$ cat config.mk
export PLATFORM = sky130hd
export DESIGN_NAME = dbg_top
export DESIGN_NICKNAME = d
export VERILOG_FILES = /design/src/hdl/dbg_pkg.sv /design/src/hdl/dbg_ctrl.sv /design/src/hdl/dbg_reply_stage.sv /design/src/hdl/dbg_top.sv /design/src/hdl/dbg_xfer_regs.sv
export SDC_FILE = /design/constraint.sdc
export NUM_CORES = 1
export LEC_CHECK = 0
export BUFFER_PORTS_ARGS = -buffer_cell sky130_fd_sc_hd__buf_2
export CAP_MARGIN = 20
export CELL_PAD_IN_SITES_DETAIL_PLACEMENT = 2
export CELL_PAD_IN_SITES_GLOBAL_PLACEMENT = 2
export CORE_ASPECT_RATIO = 1.75
export CORE_MARGIN = 5
export CORE_UTILIZATION = 30
export DETAILED_ROUTE_END_ITERATION = 8
export PLACE_DENSITY_LB_ADDON = 0.1
export SKIP_CTS_REPAIR_TIMING = 1
export SYNTH_ARGS = -nofsm -noshare
export SYNTH_HDL_FRONTEND = slang
export SYNTH_SLANG_ARGS = --single-unit
$ cat constraint.sdc
create_clock -name clk -period 4.6 [get_ports clk]
set_input_delay 0.69 -clock clk [delete_from_list [all_inputs] [get_ports clk]]
set_output_delay 0.69 -clock clk [all_outputs]
set_load 0.005 [all_outputs]
$ cat src/hdl/dbg_pkg.sv
/* Debug command engine shared definitions
   Bus types, opcodes, controller states, reply sources and error bit positions */

`default_nettype none

package dbg_pkg;

  ////////////////////////////////////////
  // Bus and counter types
  ////////////////////////////////////////

  typedef logic [7:0]  byte_t;     // Packet or bus byte
  typedef logic [15:0] addr_t;     // CPU address
  typedef logic [16:0] cnt_t;      // Transfer count, room for doubled read count
  typedef logic [3:0]  reg_sel_t;  // CPU debug register select

  ////////////////////////////////////////
  // Packet opcodes, values fixed by the host protocol
  ////////////////////////////////////////

  typedef enum logic [7:0] {
    OP_ECHO           = 8'h00,
    OP_CPU_MEM_RD     = 8'h01,
    OP_CPU_MEM_WR     = 8'h02,
    OP_DBG_BRK        = 8'h03,
    OP_DBG_RUN        = 8'h04,
    OP_CPU_REG_RD     = 8'h05,
    OP_CPU_REG_WR     = 8'h06,
    OP_QUERY_DBG_BRK  = 8'h07,
    OP_QUERY_ERR_CODE = 8'h08
  } dbg_op_e;

  // Controller states
  typedef enum logic [3:0] {
    S_DISABLED,     // CPU running, only break and query accepted
    S_DECODE,       // Waiting for opcode
    S_ECHO_HDR,
    S_ECHO_DATA,
    S_MEM_RD_HDR,
    S_MEM_RD_DATA,
    S_MEM_WR_HDR,
    S_MEM_WR_DATA,
    S_REG_RD,
    S_REG_WR_SEL,
    S_REG_WR_DATA,
    S_QUERY_ERR
  } dbg_state_e;

  // Reply byte source
  typedef enum logic [2:0] {
    SRC_ECHO,       // Receive byte
    SRC_CPU_MEM,    // cpu_din
    SRC_CPU_REG,    // cpu_dbgreg_in
    SRC_ERR_CODE,   // Sticky error code
    SRC_BRK_NO,     // 0x00
    SRC_BRK_YES     // 0x01
  } reply_src_e;

  // Error code bit positions, bit 0 reads 0
  localparam int ERR_UNKNOWN_OP_BIT = 1;

  // Header bytes following the opcode
  localparam int HDR_BYTES_MEM  = 4;  // ADDR_LO ADDR_HI CNT_LO CNT_HI
  localparam int HDR_BYTES_ECHO = 2;  // CNT_LO CNT_HI

endpackage

`default_nettype wire

$ cat src/hdl/dbg_ctrl.sv
/* Debug command controller
   Decodes command packets and sequences header, data, bus strobes and replies */

`default_nettype none

module dbg_ctrl
  import dbg_pkg::*;
(
  input  wire logic       clk,
  input  wire logic       rst,
  input  wire logic       brk,             // CPU initiated break
  input  wire byte_t      rx_data,         // Show-ahead receive byte
  input  wire logic       rx_empty,
  input  wire logic       tx_full,
  input  wire addr_t      addr,            // Address register, low byte holds reg select
  input  wire logic       len_zero,        // Length in CNT_HI cycle is zero
  input  wire logic       cnt_last,        // Count equals one
  input  wire logic       cnt_odd,         // Count bit 0, send phase of a read
  output logic            rx_rd,
  output logic            active,
  output logic            cpu_r_nw,
  output reg_sel_t        cpu_dbgreg_sel,
  output logic            cpu_dbgreg_wr,
  output logic            addr_ld_lo,
  output logic            addr_ld_hi,
  output logic            addr_inc,
  output logic            cnt_ld_lo,
  output logic            cnt_ld_hi,
  output logic            cnt_dbl,
  output logic            cnt_dec,
  output logic            reply_push,
  output reply_src_e      reply_src,
  output logic            err_unknown_op
);

  dbg_state_e state_q, state_d;
  logic [1:0] hdr_cnt_q, hdr_cnt_d;  // Header byte index after opcode

  logic    can_pop;   // Receive byte available
  logic    can_push;  // Room in transmit FIFO
  logic    hdr_last_mem;
  logic    hdr_last_echo;
  dbg_op_e op;

  assign can_pop       = !rx_empty;
  assign can_push      = !tx_full;
  assign hdr_last_mem  = (hdr_cnt_q == 2'(HDR_BYTES_MEM - 1));
  assign hdr_last_echo = (hdr_cnt_q == 2'(HDR_BYTES_ECHO - 1));
  assign op            = dbg_op_e'(rx_data);

  assign active = (state_q != S_DISABLED);

  ////////////////////////////////////////
  // State registers
  ////////////////////////////////////////

  always_ff @(posedge clk)
  begin
    if (rst)
    begin
      state_q   <= S_DISABLED;
      hdr_cnt_q <= '0;
    end
    else
    begin
      state_q   <= state_d;
      hdr_cnt_q <= hdr_cnt_d;
    end
  end

  ////////////////////////////////////////
  // Next state and strobes
  ////////////////////////////////////////

  always_comb
  begin
    // Hold by default, all strobes idle
    state_d        = state_q;
    hdr_cnt_d      = hdr_cnt_q;
    rx_rd          = 1'b0;
    cpu_r_nw       = 1'b1;
    cpu_dbgreg_sel = '0;
    cpu_dbgreg_wr  = 1'b0;
    addr_ld_lo     = 1'b0;
    addr_ld_hi     = 1'b0;
    addr_inc       = 1'b0;
    cnt_ld_lo      = 1'b0;
    cnt_ld_hi      = 1'b0;
    cnt_dbl        = 1'b0;
    cnt_dec        = 1'b0;
    reply_push     = 1'b0;
    reply_src      = SRC_ECHO;
    err_unknown_op = 1'b0;

    case (state_q)
      S_DISABLED:
      begin
        if (brk)
          state_d = S_DECODE;  // CPU hit a breakpoint
        else if (can_pop && (can_push || op != OP_QUERY_DBG_BRK))
        begin
          rx_rd = 1'b1;  // Other opcodes dropped while running
          if (op == OP_DBG_BRK)
            state_d = S_DECODE;
          else if (op == OP_QUERY_DBG_BRK)
          begin
            reply_push = 1'b1;
            reply_src  = SRC_BRK_NO;
          end
        end
      end

      S_DECODE:
      begin
        // Status query holds its opcode until a reply slot is free
        if (can_pop && (can_push || op != OP_QUERY_DBG_BRK))
        begin
          rx_rd     = 1'b1;
          hdr_cnt_d = '0;
          case (op)
            OP_ECHO:           state_d = S_ECHO_HDR;
            OP_CPU_MEM_RD:     state_d = S_MEM_RD_HDR;
            OP_CPU_MEM_WR:     state_d = S_MEM_WR_HDR;
            OP_DBG_BRK:        state_d = S_DECODE;  // Already in break
            OP_DBG_RUN:        state_d = S_DISABLED;
            OP_CPU_REG_RD:     state_d = S_REG_RD;
            OP_CPU_REG_WR:     state_d = S_REG_WR_SEL;
            OP_QUERY_ERR_CODE: state_d = S_QUERY_ERR;
            OP_QUERY_DBG_BRK:
            begin
              reply_push = 1'b1;
              reply_src  = SRC_BRK_YES;
            end
            default:
              err_unknown_op = 1'b1;  // Byte dropped, flag latched
          endcase
        end
      end

      // ECHO  OP CNT_LO CNT_HI DATA...
      S_ECHO_HDR:
      begin
        if (can_pop)
        begin
          rx_rd     = 1'b1;
          hdr_cnt_d = hdr_cnt_q + 2'd1;
          if (hdr_last_echo)
          begin
            cnt_ld_hi = 1'b1;
            state_d   = len_zero ? S_DECODE : S_ECHO_DATA;
          end
          else
            cnt_ld_lo = 1'b1;
        end
      end

      S_ECHO_DATA:
      begin
        if (can_pop && can_push)
        begin
          rx_rd      = 1'b1;
          reply_push = 1'b1;  // Byte goes straight back
          reply_src  = SRC_ECHO;
          cnt_dec    = 1'b1;
          if (cnt_last)
            state_d = S_DECODE;
        end
      end

      // CPU_MEM_RD / CPU_MEM_WR  OP ADDR_LO ADDR_HI CNT_LO CNT_HI [DATA...]
      S_MEM_RD_HDR, S_MEM_WR_HDR:
      begin
        if (can_pop)
        begin
          rx_rd     = 1'b1;
          hdr_cnt_d = hdr_cnt_q + 2'd1;
          if (hdr_last_mem)
          begin
            cnt_ld_hi = 1'b1;
            cnt_dbl   = (state_q == S_MEM_RD_HDR);  // Settle plus send per read byte
            if (len_zero)
              state_d = S_DECODE;
            else if (state_q == S_MEM_RD_HDR)
              state_d = S_MEM_RD_DATA;
            else
              state_d = S_MEM_WR_DATA;
          end
          else
          begin
            case (hdr_cnt_q)
              2'd0:    addr_ld_lo = 1'b1;
              2'd1:    addr_ld_hi = 1'b1;
              default: cnt_ld_lo  = 1'b1;
            endcase
          end
        end
      end

      S_MEM_RD_DATA:
      begin
        if (!cnt_odd)
          cnt_dec = 1'b1;  // Settle cycle, cpu_din follows new address
        else if (can_push)
        begin
          reply_push = 1'b1;
          reply_src  = SRC_CPU_MEM;
          addr_inc   = 1'b1;
          cnt_dec    = 1'b1;
          if (cnt_last)
            state_d = S_DECODE;
        end
      end

      S_MEM_WR_DATA:
      begin
        if (can_pop)
        begin
          rx_rd    = 1'b1;
          cpu_r_nw = 1'b0;  // Write lands at this edge
          addr_inc = 1'b1;
          cnt_dec  = 1'b1;
          if (cnt_last)
            state_d = S_DECODE;
        end
      end

      // CPU_REG_RD  OP REG_SEL
      S_REG_RD:
      begin
        if (can_pop && can_push)
        begin
          rx_rd          = 1'b1;
          cpu_dbgreg_sel = rx_data[3:0];
          reply_push     = 1'b1;
          reply_src      = SRC_CPU_REG;
          state_d        = S_DECODE;
        end
      end

      // CPU_REG_WR  OP REG_SEL DATA
      S_REG_WR_SEL:
      begin
        if (can_pop)
        begin
          rx_rd      = 1'b1;
          addr_ld_lo = 1'b1;  // Park select in address low byte
          state_d    = S_REG_WR_DATA;
        end
      end

      S_REG_WR_DATA:
      begin
        if (can_pop)
        begin
          rx_rd          = 1'b1;
          cpu_dbgreg_sel = addr[3:0];
          cpu_dbgreg_wr  = 1'b1;
          state_d        = S_DECODE;
        end
      end

      S_QUERY_ERR:
      begin
        if (can_push)
        begin
          reply_push = 1'b1;
          reply_src  = SRC_ERR_CODE;
          state_d    = S_DECODE;
        end
      end

      default:
        state_d = S_DISABLED;
    endcase
  end

endmodule

`default_nettype wire

$ cat src/hdl/dbg_reply_stage.sv
/* Reply output stage
   Selects and registers the transmit byte, keeps the sticky error code */

`default_nettype none

module dbg_reply_stage
  import dbg_pkg::*;
(
  input  wire logic       clk,
  input  wire logic       rst,
  input  wire logic       reply_push,
  input  wire reply_src_e reply_src,
  input  wire byte_t      rx_data,
  input  wire byte_t      cpu_din,
  input  wire byte_t      cpu_dbgreg_in,
  input  wire logic       err_unknown_op,  // One-cycle pulse from decode
  output byte_t           tx_data,
  output logic            tx_wr
);

  logic  err_unknown_q;  // Sticky until reset
  byte_t err_code;
  byte_t reply_byte;

  always_ff @(posedge clk)
  begin
    if (rst)
      err_unknown_q <= 1'b0;
    else if (err_unknown_op)
      err_unknown_q <= 1'b1;
  end

  always_comb
  begin
    err_code                     = 8'h00;  // Bit 0 unused
    err_code[ERR_UNKNOWN_OP_BIT] = err_unknown_q;
  end

  // Reply source mux
  always_comb
  begin
    case (reply_src)
      SRC_ECHO:     reply_byte = rx_data;
      SRC_CPU_MEM:  reply_byte = cpu_din;
      SRC_CPU_REG:  reply_byte = cpu_dbgreg_in;
      SRC_ERR_CODE: reply_byte = err_code;
      SRC_BRK_YES:  reply_byte = 8'h01;
      default:      reply_byte = 8'h00;  // Not in break
    endcase
  end

  ////////////////////////////////////////
  // Transmit register, one cycle after decision
  ////////////////////////////////////////

  always_ff @(posedge clk)
  begin
    if (rst)
      tx_wr <= 1'b0;
    else
      tx_wr <= reply_push;
  end

  always_ff @(posedge clk)
  begin
    if (reply_push)
      tx_data <= reply_byte;  // Held between replies
  end

endmodule

`default_nettype wire

$ cat src/hdl/dbg_top.sv
/* Debug command engine top level
   Controller with transfer registers and reply stage between FIFOs and CPU */

`default_nettype none

module dbg_top
  import dbg_pkg::*;
(
  input  wire logic  clk,
  input  wire logic  rst,
  input  wire logic  brk,             // CPU initiated break
  input  wire byte_t rx_data,         // Show-ahead receive FIFO
  input  wire logic  rx_empty,
  input  wire logic  tx_full,
  input  wire byte_t cpu_din,         // CPU data bus read
  input  wire byte_t cpu_dbgreg_in,   // Selected debug register read
  output logic       rx_rd,
  output byte_t      tx_data,
  output logic       tx_wr,
  output logic       active,          // Holds the CPU while high
  output logic       cpu_r_nw,
  output addr_t      cpu_a,
  output byte_t      cpu_dout,
  output reg_sel_t   cpu_dbgreg_sel,
  output byte_t      cpu_dbgreg_out,
  output logic       cpu_dbgreg_wr
);

  // Controller to datapath
  addr_t      addr;
  logic       len_zero;
  logic       cnt_last;
  logic       cnt_odd;
  logic       addr_ld_lo;
  logic       addr_ld_hi;
  logic       addr_inc;
  logic       cnt_ld_lo;
  logic       cnt_ld_hi;
  logic       cnt_dbl;
  logic       cnt_dec;
  logic       reply_push;
  reply_src_e reply_src;
  logic       err_unknown_op;

  dbg_ctrl dbg_ctrl_i (
    .clk            (clk),
    .rst            (rst),
    .brk            (brk),
    .rx_data        (rx_data),
    .rx_empty       (rx_empty),
    .tx_full        (tx_full),
    .addr           (addr),
    .len_zero       (len_zero),
    .cnt_last       (cnt_last),
    .cnt_odd        (cnt_odd),
    .rx_rd          (rx_rd),
    .active         (active),
    .cpu_r_nw       (cpu_r_nw),
    .cpu_dbgreg_sel (cpu_dbgreg_sel),
    .cpu_dbgreg_wr  (cpu_dbgreg_wr),
    .addr_ld_lo     (addr_ld_lo),
    .addr_ld_hi     (addr_ld_hi),
    .addr_inc       (addr_inc),
    .cnt_ld_lo      (cnt_ld_lo),
    .cnt_ld_hi      (cnt_ld_hi),
    .cnt_dbl        (cnt_dbl),
    .cnt_dec        (cnt_dec),
    .reply_push     (reply_push),
    .reply_src      (reply_src),
    .err_unknown_op (err_unknown_op)
  );

  dbg_xfer_regs dbg_xfer_regs_i (
    .clk        (clk),
    .rst        (rst),
    .rx_data    (rx_data),
    .addr_ld_lo (addr_ld_lo),
    .addr_ld_hi (addr_ld_hi),
    .addr_inc   (addr_inc),
    .cnt_ld_lo  (cnt_ld_lo),
    .cnt_ld_hi  (cnt_ld_hi),
    .cnt_dbl    (cnt_dbl),
    .cnt_dec    (cnt_dec),
    .addr       (addr),
    .len_zero   (len_zero),
    .cnt_last   (cnt_last),
    .cnt_odd    (cnt_odd)
  );

  dbg_reply_stage dbg_reply_stage_i (
    .clk            (clk),
    .rst            (rst),
    .reply_push     (reply_push),
    .reply_src      (reply_src),
    .rx_data        (rx_data),
    .cpu_din        (cpu_din),
    .cpu_dbgreg_in  (cpu_dbgreg_in),
    .err_unknown_op (err_unknown_op),
    .tx_data        (tx_data),
    .tx_wr          (tx_wr)
  );

  // Write data comes straight from the receive FIFO head
  assign cpu_dout       = rx_data;
  assign cpu_dbgreg_out = rx_data;
  assign cpu_a          = addr;

endmodule

`default_nettype wire

$ cat src/hdl/dbg_xfer_regs.sv
/* Transfer address and count registers
   Bytewise load from the receive stream, address step, count step and end flags */

`default_nettype none

module dbg_xfer_regs
  import dbg_pkg::*;
(
  input  wire logic  clk,
  input  wire logic  rst,
  input  wire byte_t rx_data,
  input  wire logic  addr_ld_lo,   // Load low byte, clear high byte
  input  wire logic  addr_ld_hi,
  input  wire logic  addr_inc,
  input  wire logic  cnt_ld_lo,
  input  wire logic  cnt_ld_hi,
  input  wire logic  cnt_dbl,      // Shift count left on high byte load
  input  wire logic  cnt_dec,
  output addr_t      addr,
  output logic       len_zero,
  output logic       cnt_last,
  output logic       cnt_odd
);

  addr_t addr_q;
  cnt_t  cnt_q;

  ////////////////////////////////////////
  // Address register
  ////////////////////////////////////////

  always_ff @(posedge clk)
  begin
    if (rst)
      addr_q <= '0;
    else if (addr_ld_lo)
      addr_q <= {8'h00, rx_data};
    else if (addr_ld_hi)
      addr_q <= {rx_data, addr_q[7:0]};
    else if (addr_inc)
      addr_q <= addr_q + 16'd1;  // Wraps at top of map
  end

  ////////////////////////////////////////
  // Transfer count
  ////////////////////////////////////////

  always_ff @(posedge clk)
  begin
    if (rst)
      cnt_q <= '0;
    else if (cnt_ld_lo)
      cnt_q <= {9'd0, rx_data};
    else if (cnt_ld_hi)
    begin
      if (cnt_dbl)
        cnt_q <= {rx_data, cnt_q[7:0], 1'b0};  // Two cycles per read byte
      else
        cnt_q <= {1'b0, rx_data, cnt_q[7:0]};
    end
    else if (cnt_dec)
      cnt_q <= cnt_q - 17'd1;
  end

  // Length check sees CNT_HI on the bus and CNT_LO in the register
  assign len_zero = (rx_data == 8'h00) && (cnt_q[7:0] == 8'h00);
  assign cnt_last = (cnt_q == 17'd1);
  assign cnt_odd  = cnt_q[0];
  assign addr     = addr_q;

endmodule

`default_nettype wire

Word level (Yosys, flattened, before mapping) --
Index checks and enable logic that the tools add are counted.
Operators by class: eq/ne operators 46, $add $sub $neg 3, reductions and logical operators 29, mux-type cells 90
Operators with widths (count):
- $mux 4 | 20
- $mux 17 | 3
- $pmux 4 s11 | 1
- $pmux 8 s5 | 1
- $mux 1 | 37
- $eq 8x3->1 const B | 4
- $mux 16 | 2
- $pmux 4 s8 | 1
- $mux 3 | 7
- $ne 2x2->1 const B | 9
- $eq 17x1->1 const B | 1
- $sub 17x1->17 const B | 1
- $add 16x1->16 const B | 1
- $eq 4x3->1 const B | 4
- $eq 4x4->1 const B | 4
- $eq 8x2->1 const B | 2
- $logic_not 8->1 | 2
- $mux 8 | 2
- $reduce_and 16->1 | 1
- $pmux 3 s5 | 1
- $mux 2 | 6
- $ne 2x1->1 const B | 6
- $reduce_or 2->1 | 5
- $ne 3x2->1 const B | 3
- 32 further kinds | 44
Word-level totals: output and inout port bits 49, flip-flop bits (word level) 49, input port bits 29, logic and storage cells 177

Longest topological paths before layout --
depth after elaboration 8, mapped depth 10, mapped depth without buffers 8

Modules after synthesis --
A second synthesis with hierarchy kept.
Unflattened totals: cells, all modules 495, area total of the unflattened synthesis 3862.5 sq um
Modules (own cells, without submodules):
- dbg_xfer_regs | area each 2145.8 sq um, cells an instance 271, seq. area each 660.6 sq um, instances 1
- dbg_ctrl | area each 1041.0 sq um, cells an instance 159, seq. area each 120.1 sq um, instances 1
- dbg_reply_stage | area each 555.5 sq um, cells an instance 49, seq. area each 280.3 sq um, instances 1
- dbg_top | area each 120.1 sq um, cells an instance 16, seq. area each 0.0 sq um, instances 1

Least setup slack after synthesis --
No wires, ideal clock.
path kind in2out, start point input rx_data[7], end point output rx_rd, setup slack 1983 ps, data arrival time 1927 ps, data required time 3910 ps, buffers on the path 2, stages on the path 6, cells stage by stage clkbuf_2 -> or4_4 -> buf_6 -> nor3_2 -> a21oi_1 -> a22o_1
On the way: cells in the longest elaborated chain, start to end 6
Ends and longest elaborated chain:
- from (decl) | RTL line dbg_top.sv:12 | input wire byte_t rx_data,
- $ne 8x3->1 (*) | RTL line dbg_ctrl.sv:100, dbg_ctrl.sv:116
- $logic_or 1x1->1 (*) | RTL line dbg_ctrl.sv:100, dbg_ctrl.sv:116
- $logic_and 1x1->1 (*) | RTL line dbg_ctrl.sv:100, dbg_ctrl.sv:116
- $mux 1 (*) | RTL line dbg_ctrl.sv:100, dbg_ctrl.sv:116
- $mux 1 | RTL line dbg_ctrl.sv:98 | if (brk)
- $pmux 1 s4 (*) | RTL line dbg_ctrl.sv:95 | case (state_q)
- to (decl) | RTL line dbg_top.sv:17 | output logic rx_rd,
Mark *: on every way between the ends. The rest lies on a longest branch, timed or not.

Final worst setup path --
start point register dbg_ctrl_i.state_q[1], end point output cpu_dbgreg_sel[1]
On the way: cells in the longest elaborated chain, start to end 2, elaborated cells on any way between the ends 3, classes of those cells eq/ne (2); mux (1)
Ends and longest elaborated chain:
- from (decl) | RTL line dbg_ctrl.sv:36 | dbg_state_e state_q, state_d;
- from (signal assigned) | RTL line dbg_ctrl.sv:66 | state_q <= state_d;
- $eq 4x4->1 | RTL line dbg_ctrl.sv:95
- $pmux 4 s2 (*) | RTL line dbg_ctrl.sv:95
- to (decl) | RTL line dbg_top.sv:24 | output reg_sel_t cpu_dbgreg_sel,
Marks and branches as above.

==> impl_metrics.csv <==
group,metric,value,unit
synthesis,ys_top_cells_by_area,"dfxtp_1, nand2_1, edfxtp_1",
drt,viasPerCell,5.65,
die,die-area,14800,sq um
sta,max_freq,302,MHz
synthesis,synth_top_cell_by_area,"dfxtp_1",
sta,setup_viol,0,
clock_network,cts_tree,"built",
final_layout,layout.nets,562,
synthesis,synthesis.nets,521,
clock_network,root_buffer,"clkbuf_16",
final_layout,antenna_cells,0,
synthesis,async_flop_share,0,%
sta,period_needed,3.31,ns
sta,maxSlewViolCount,0,
synthesis,synth_area,3730,sq um
global_routing,grt-ovfl-total,0,
global_routing,grt_pass1_wl,24300,um
critical_path,worstPathMaxFanout,21,
final_layout,drive_above_1_share,20.3,%
drt,drc_errors,0,
drt,drt-pass1-iter-count,4,
die,num_rows,54,
critical_path,cpLargestDelayFamily,"simple AND/OR/NAND/NOR gates",
sta,period_share,72.0,%
drt,vias,3921,
die,core_region_area,12400,sq um
critical_path,end_kind,"primary output",
synthesis,yosys_most_used_dff,"dfxtp_1",
die,dieHeight,157,um
synthesis,ys_seq_area_share,28.5,%
placement,dpl.cell_count,686,
sta,finalClockSkew,0.00445,ns
critical_path,slowest_stage,"dfxtp_1",
outcome,outcome,"completed",
power,powerDensity,346,nW/um^2
power,total_power,1.45,mW
final_layout,syn2layout_area_growth,12.7,%
die,start_util,30.2,%
power,irDropWorstVdd,0.000174,V
drt,wl_per_cell,22.5,um
critical_path,critical_path_buf_inv_count,1,
drt,drtAntennaViolNets,0,
sta,worst_slew_pin_slew,0.950,ns
global_routing,grt_max_degree,32,
clock_network,cts.clk_slew.worst_paths,0.07,ns
die,ios,78,
placement,hpwl,11600,um
placement,gp_congestion,0.795,
clock_network,cts_sinks,49,
critical_path,crit_path_max_incr_delay,0.81,ns
min_path,hp-class,"reg -> reg",
global_routing,first_global_vias,4355,
critical_path,ff2ff_setup_slack,1.64,ns
critical_path,arrival,2.62,ns
synthesis,ys.warnings.count,0,
critical_path,path_cells,"nor2b_1 -> nor3b_1 -> a22o_1 -> buf_2",
clock_network,cts_made_buffers,5,
synthesis,synth_edf_count,8,
final_layout,utilization,34.0,%
sta,hold_viol_final,0,
clock_network,clk_latency,0.30,ns
clock_network,cts_buffer_depth,2,
drt,wirelength,15600,um
sta,relSlewSlack,36.6,%
drt,drt_iter0_drc,136,
die,chipWidth,94.3,um
sta,timing.setup.tns,0,ns
job,maxCapViolations,0,
global_routing,grtUsageTotal,21.2,%
synthesis,avgSynthCellArea,7.70,sq um
placement,io_buffers,77,
synthesis,synthCells,484,
synthesis,ys_ff_latch,49,
synthesis,yosys.cell_types.count,68,
critical_path,cp.required,3.91,ns
power,leakagePower,1.60,nW
clock_network,htreeDepth,2,
critical_path,path_class,"reg -> out",
final_layout,fin_cells,694,
sta,rsz0062_at_grt,"false",
global_routing,antenna_found_initial,0,
synthesis,synth_top_area_share,22.0,%
critical_path,crit_path_start_kind,"flip-flop",
==> registers in the layout, summed over array words and instances (netlist names) <==
name / flops
dbg_xfer_regs_i.cnt_q: 17
dbg_xfer_regs_i.addr: 16
dbg_reply_stage_i.tx_data: 8
dbg_ctrl_i.state_q: 4
dbg_ctrl_i.hdr_cnt_q: 2
dbg_reply_stage_i.err_unknown_q: 1
dbg_reply_stage_i.tx_wr: 1
==> per-layer routing <==
metal	part of all wire [%]	up-vias	global-route usage (%)
met5	0	-	0
met4	2.6	0	6.54
met3	2.7	22	2.30
met2	57	73	42.3
met1	38	1976	22.6
li1	-	1850	-
==> area by class of cell <==
| cell class | count | area [sq um] |
|---|---|---|
| sequential | 49 | 1060 |
| multi-input combinational | 370 | 2280 |
| tap | 168 | 210 |
| fill | 1507 | 8160 |
| clock inverter | 2 | 38.8 |
| timing repair buffer | 81 | 415 |
| clock buffer | 6 | 129 |
| inverter | 18 | 67.6 |
==> power by group <==
part	total, mW	internal, mW	leakage, nW	switching [mW]
combinational	0.480	0.172	1.12	0.308
sequential	0.531	0.463	0.403	0.0686
clock	0.442	0.259	0.0810	0.183
total	1.45	0.893	1.60	0.560
==> kinds of logic (layout without fill, tap and decap cells) <==
group           Yosys count  in the layout  share of synthesized area [%]
buf+inv                  65            107                           10.4
xor+xnor                 11             11                           2.58
compound gates          130            130                           23.7
fa+ha+maj                 8              8                           2.68
simple gates            210            210                           29.0
mux                      11             11                           3.12
flops                    49             49                           28.5
==> metrics by stage <==
stage / cell area [sq um] / hold slack [ns] / setup slack (ns)
after CTS: 4200 / 0.526 / 1.29
final: 4200 / 0.519 / 1.29
after global placement: 4030 / 0.502 / 1.62
after detailed placement: 4030 / 0.515 / 1.57
after global routing: 4200 / 0.535 / 1.14
after floorplan: 3730 / 0.437 / 1.98
==> cell usage in the layout (no fill, tap or decap), types with 8 or more instances in the layout <==
master / netlist / routed
buf_2: 7 / 77
nand2_1: 66 / 66
nor2_1: 43 / 43
dfxtp_1: 41 / 41
a21oi_1: 34 / 34
o21ai_0: 23 / 23
inv_1: 18 / 18
nor3_1: 16 / 16
nand3_1: 15 / 15
a211oi_1: 10 / 10
a221oi_1: 9 / 9
ha_1: 8 / 8
edfxtp_1: 8 / 8
==> worst paths after layout <==
check / start / to / cells after the start
max: dbg_ctrl_i.state_q[1] / cpu_dbgreg_sel[1] / 4
min: dbg_xfer_regs_i.cnt_q[7] / dbg_xfer_regs_i.cnt_q[8] / 2
max reg2reg: dbg_ctrl_i.state_q[2] / dbg_xfer_regs_i.cnt_q[2] / 5
min reg2reg: dbg_xfer_regs_i.cnt_q[7] / dbg_xfer_regs_i.cnt_q[8] / 2
==> worst register-to-register path, stage by stage (launching register included) <==
cell and delay [ns]:
dfxtp_1 0.95, nor4bb_1 0.50, and2_1 0.68, nor2_1 0.32
o21ai_0 0.27, a221oi_1 0.10
==> synthesized netlist by cell type (all sizes together) (6+ instances only) <==
| cell | number |
|---|---|
| nor3 | 18 |
| a211oi | 10 |
| nor2 | 43 |
| nand3 | 15 |
| and3 | 6 |
| inv | 18 |
| edfxtp | 8 |
| nor4 | 8 |
| dfxtp | 41 |
| xor2 | 6 |
| ha | 8 |
| mux2i | 6 |
| a21oi | 34 |
| a311oi | 6 |
| buf | 25 |
| a31oi | 7 |
| and2 | 6 |
| a221oi | 9 |
| nand2b | 6 |
| or4 | 6 |
| clkbuf | 22 |
| a222oi | 6 |
| o21ai | 23 |
| nand2 | 66 |
Note: power is estimated with default switching activity, not from simulation.
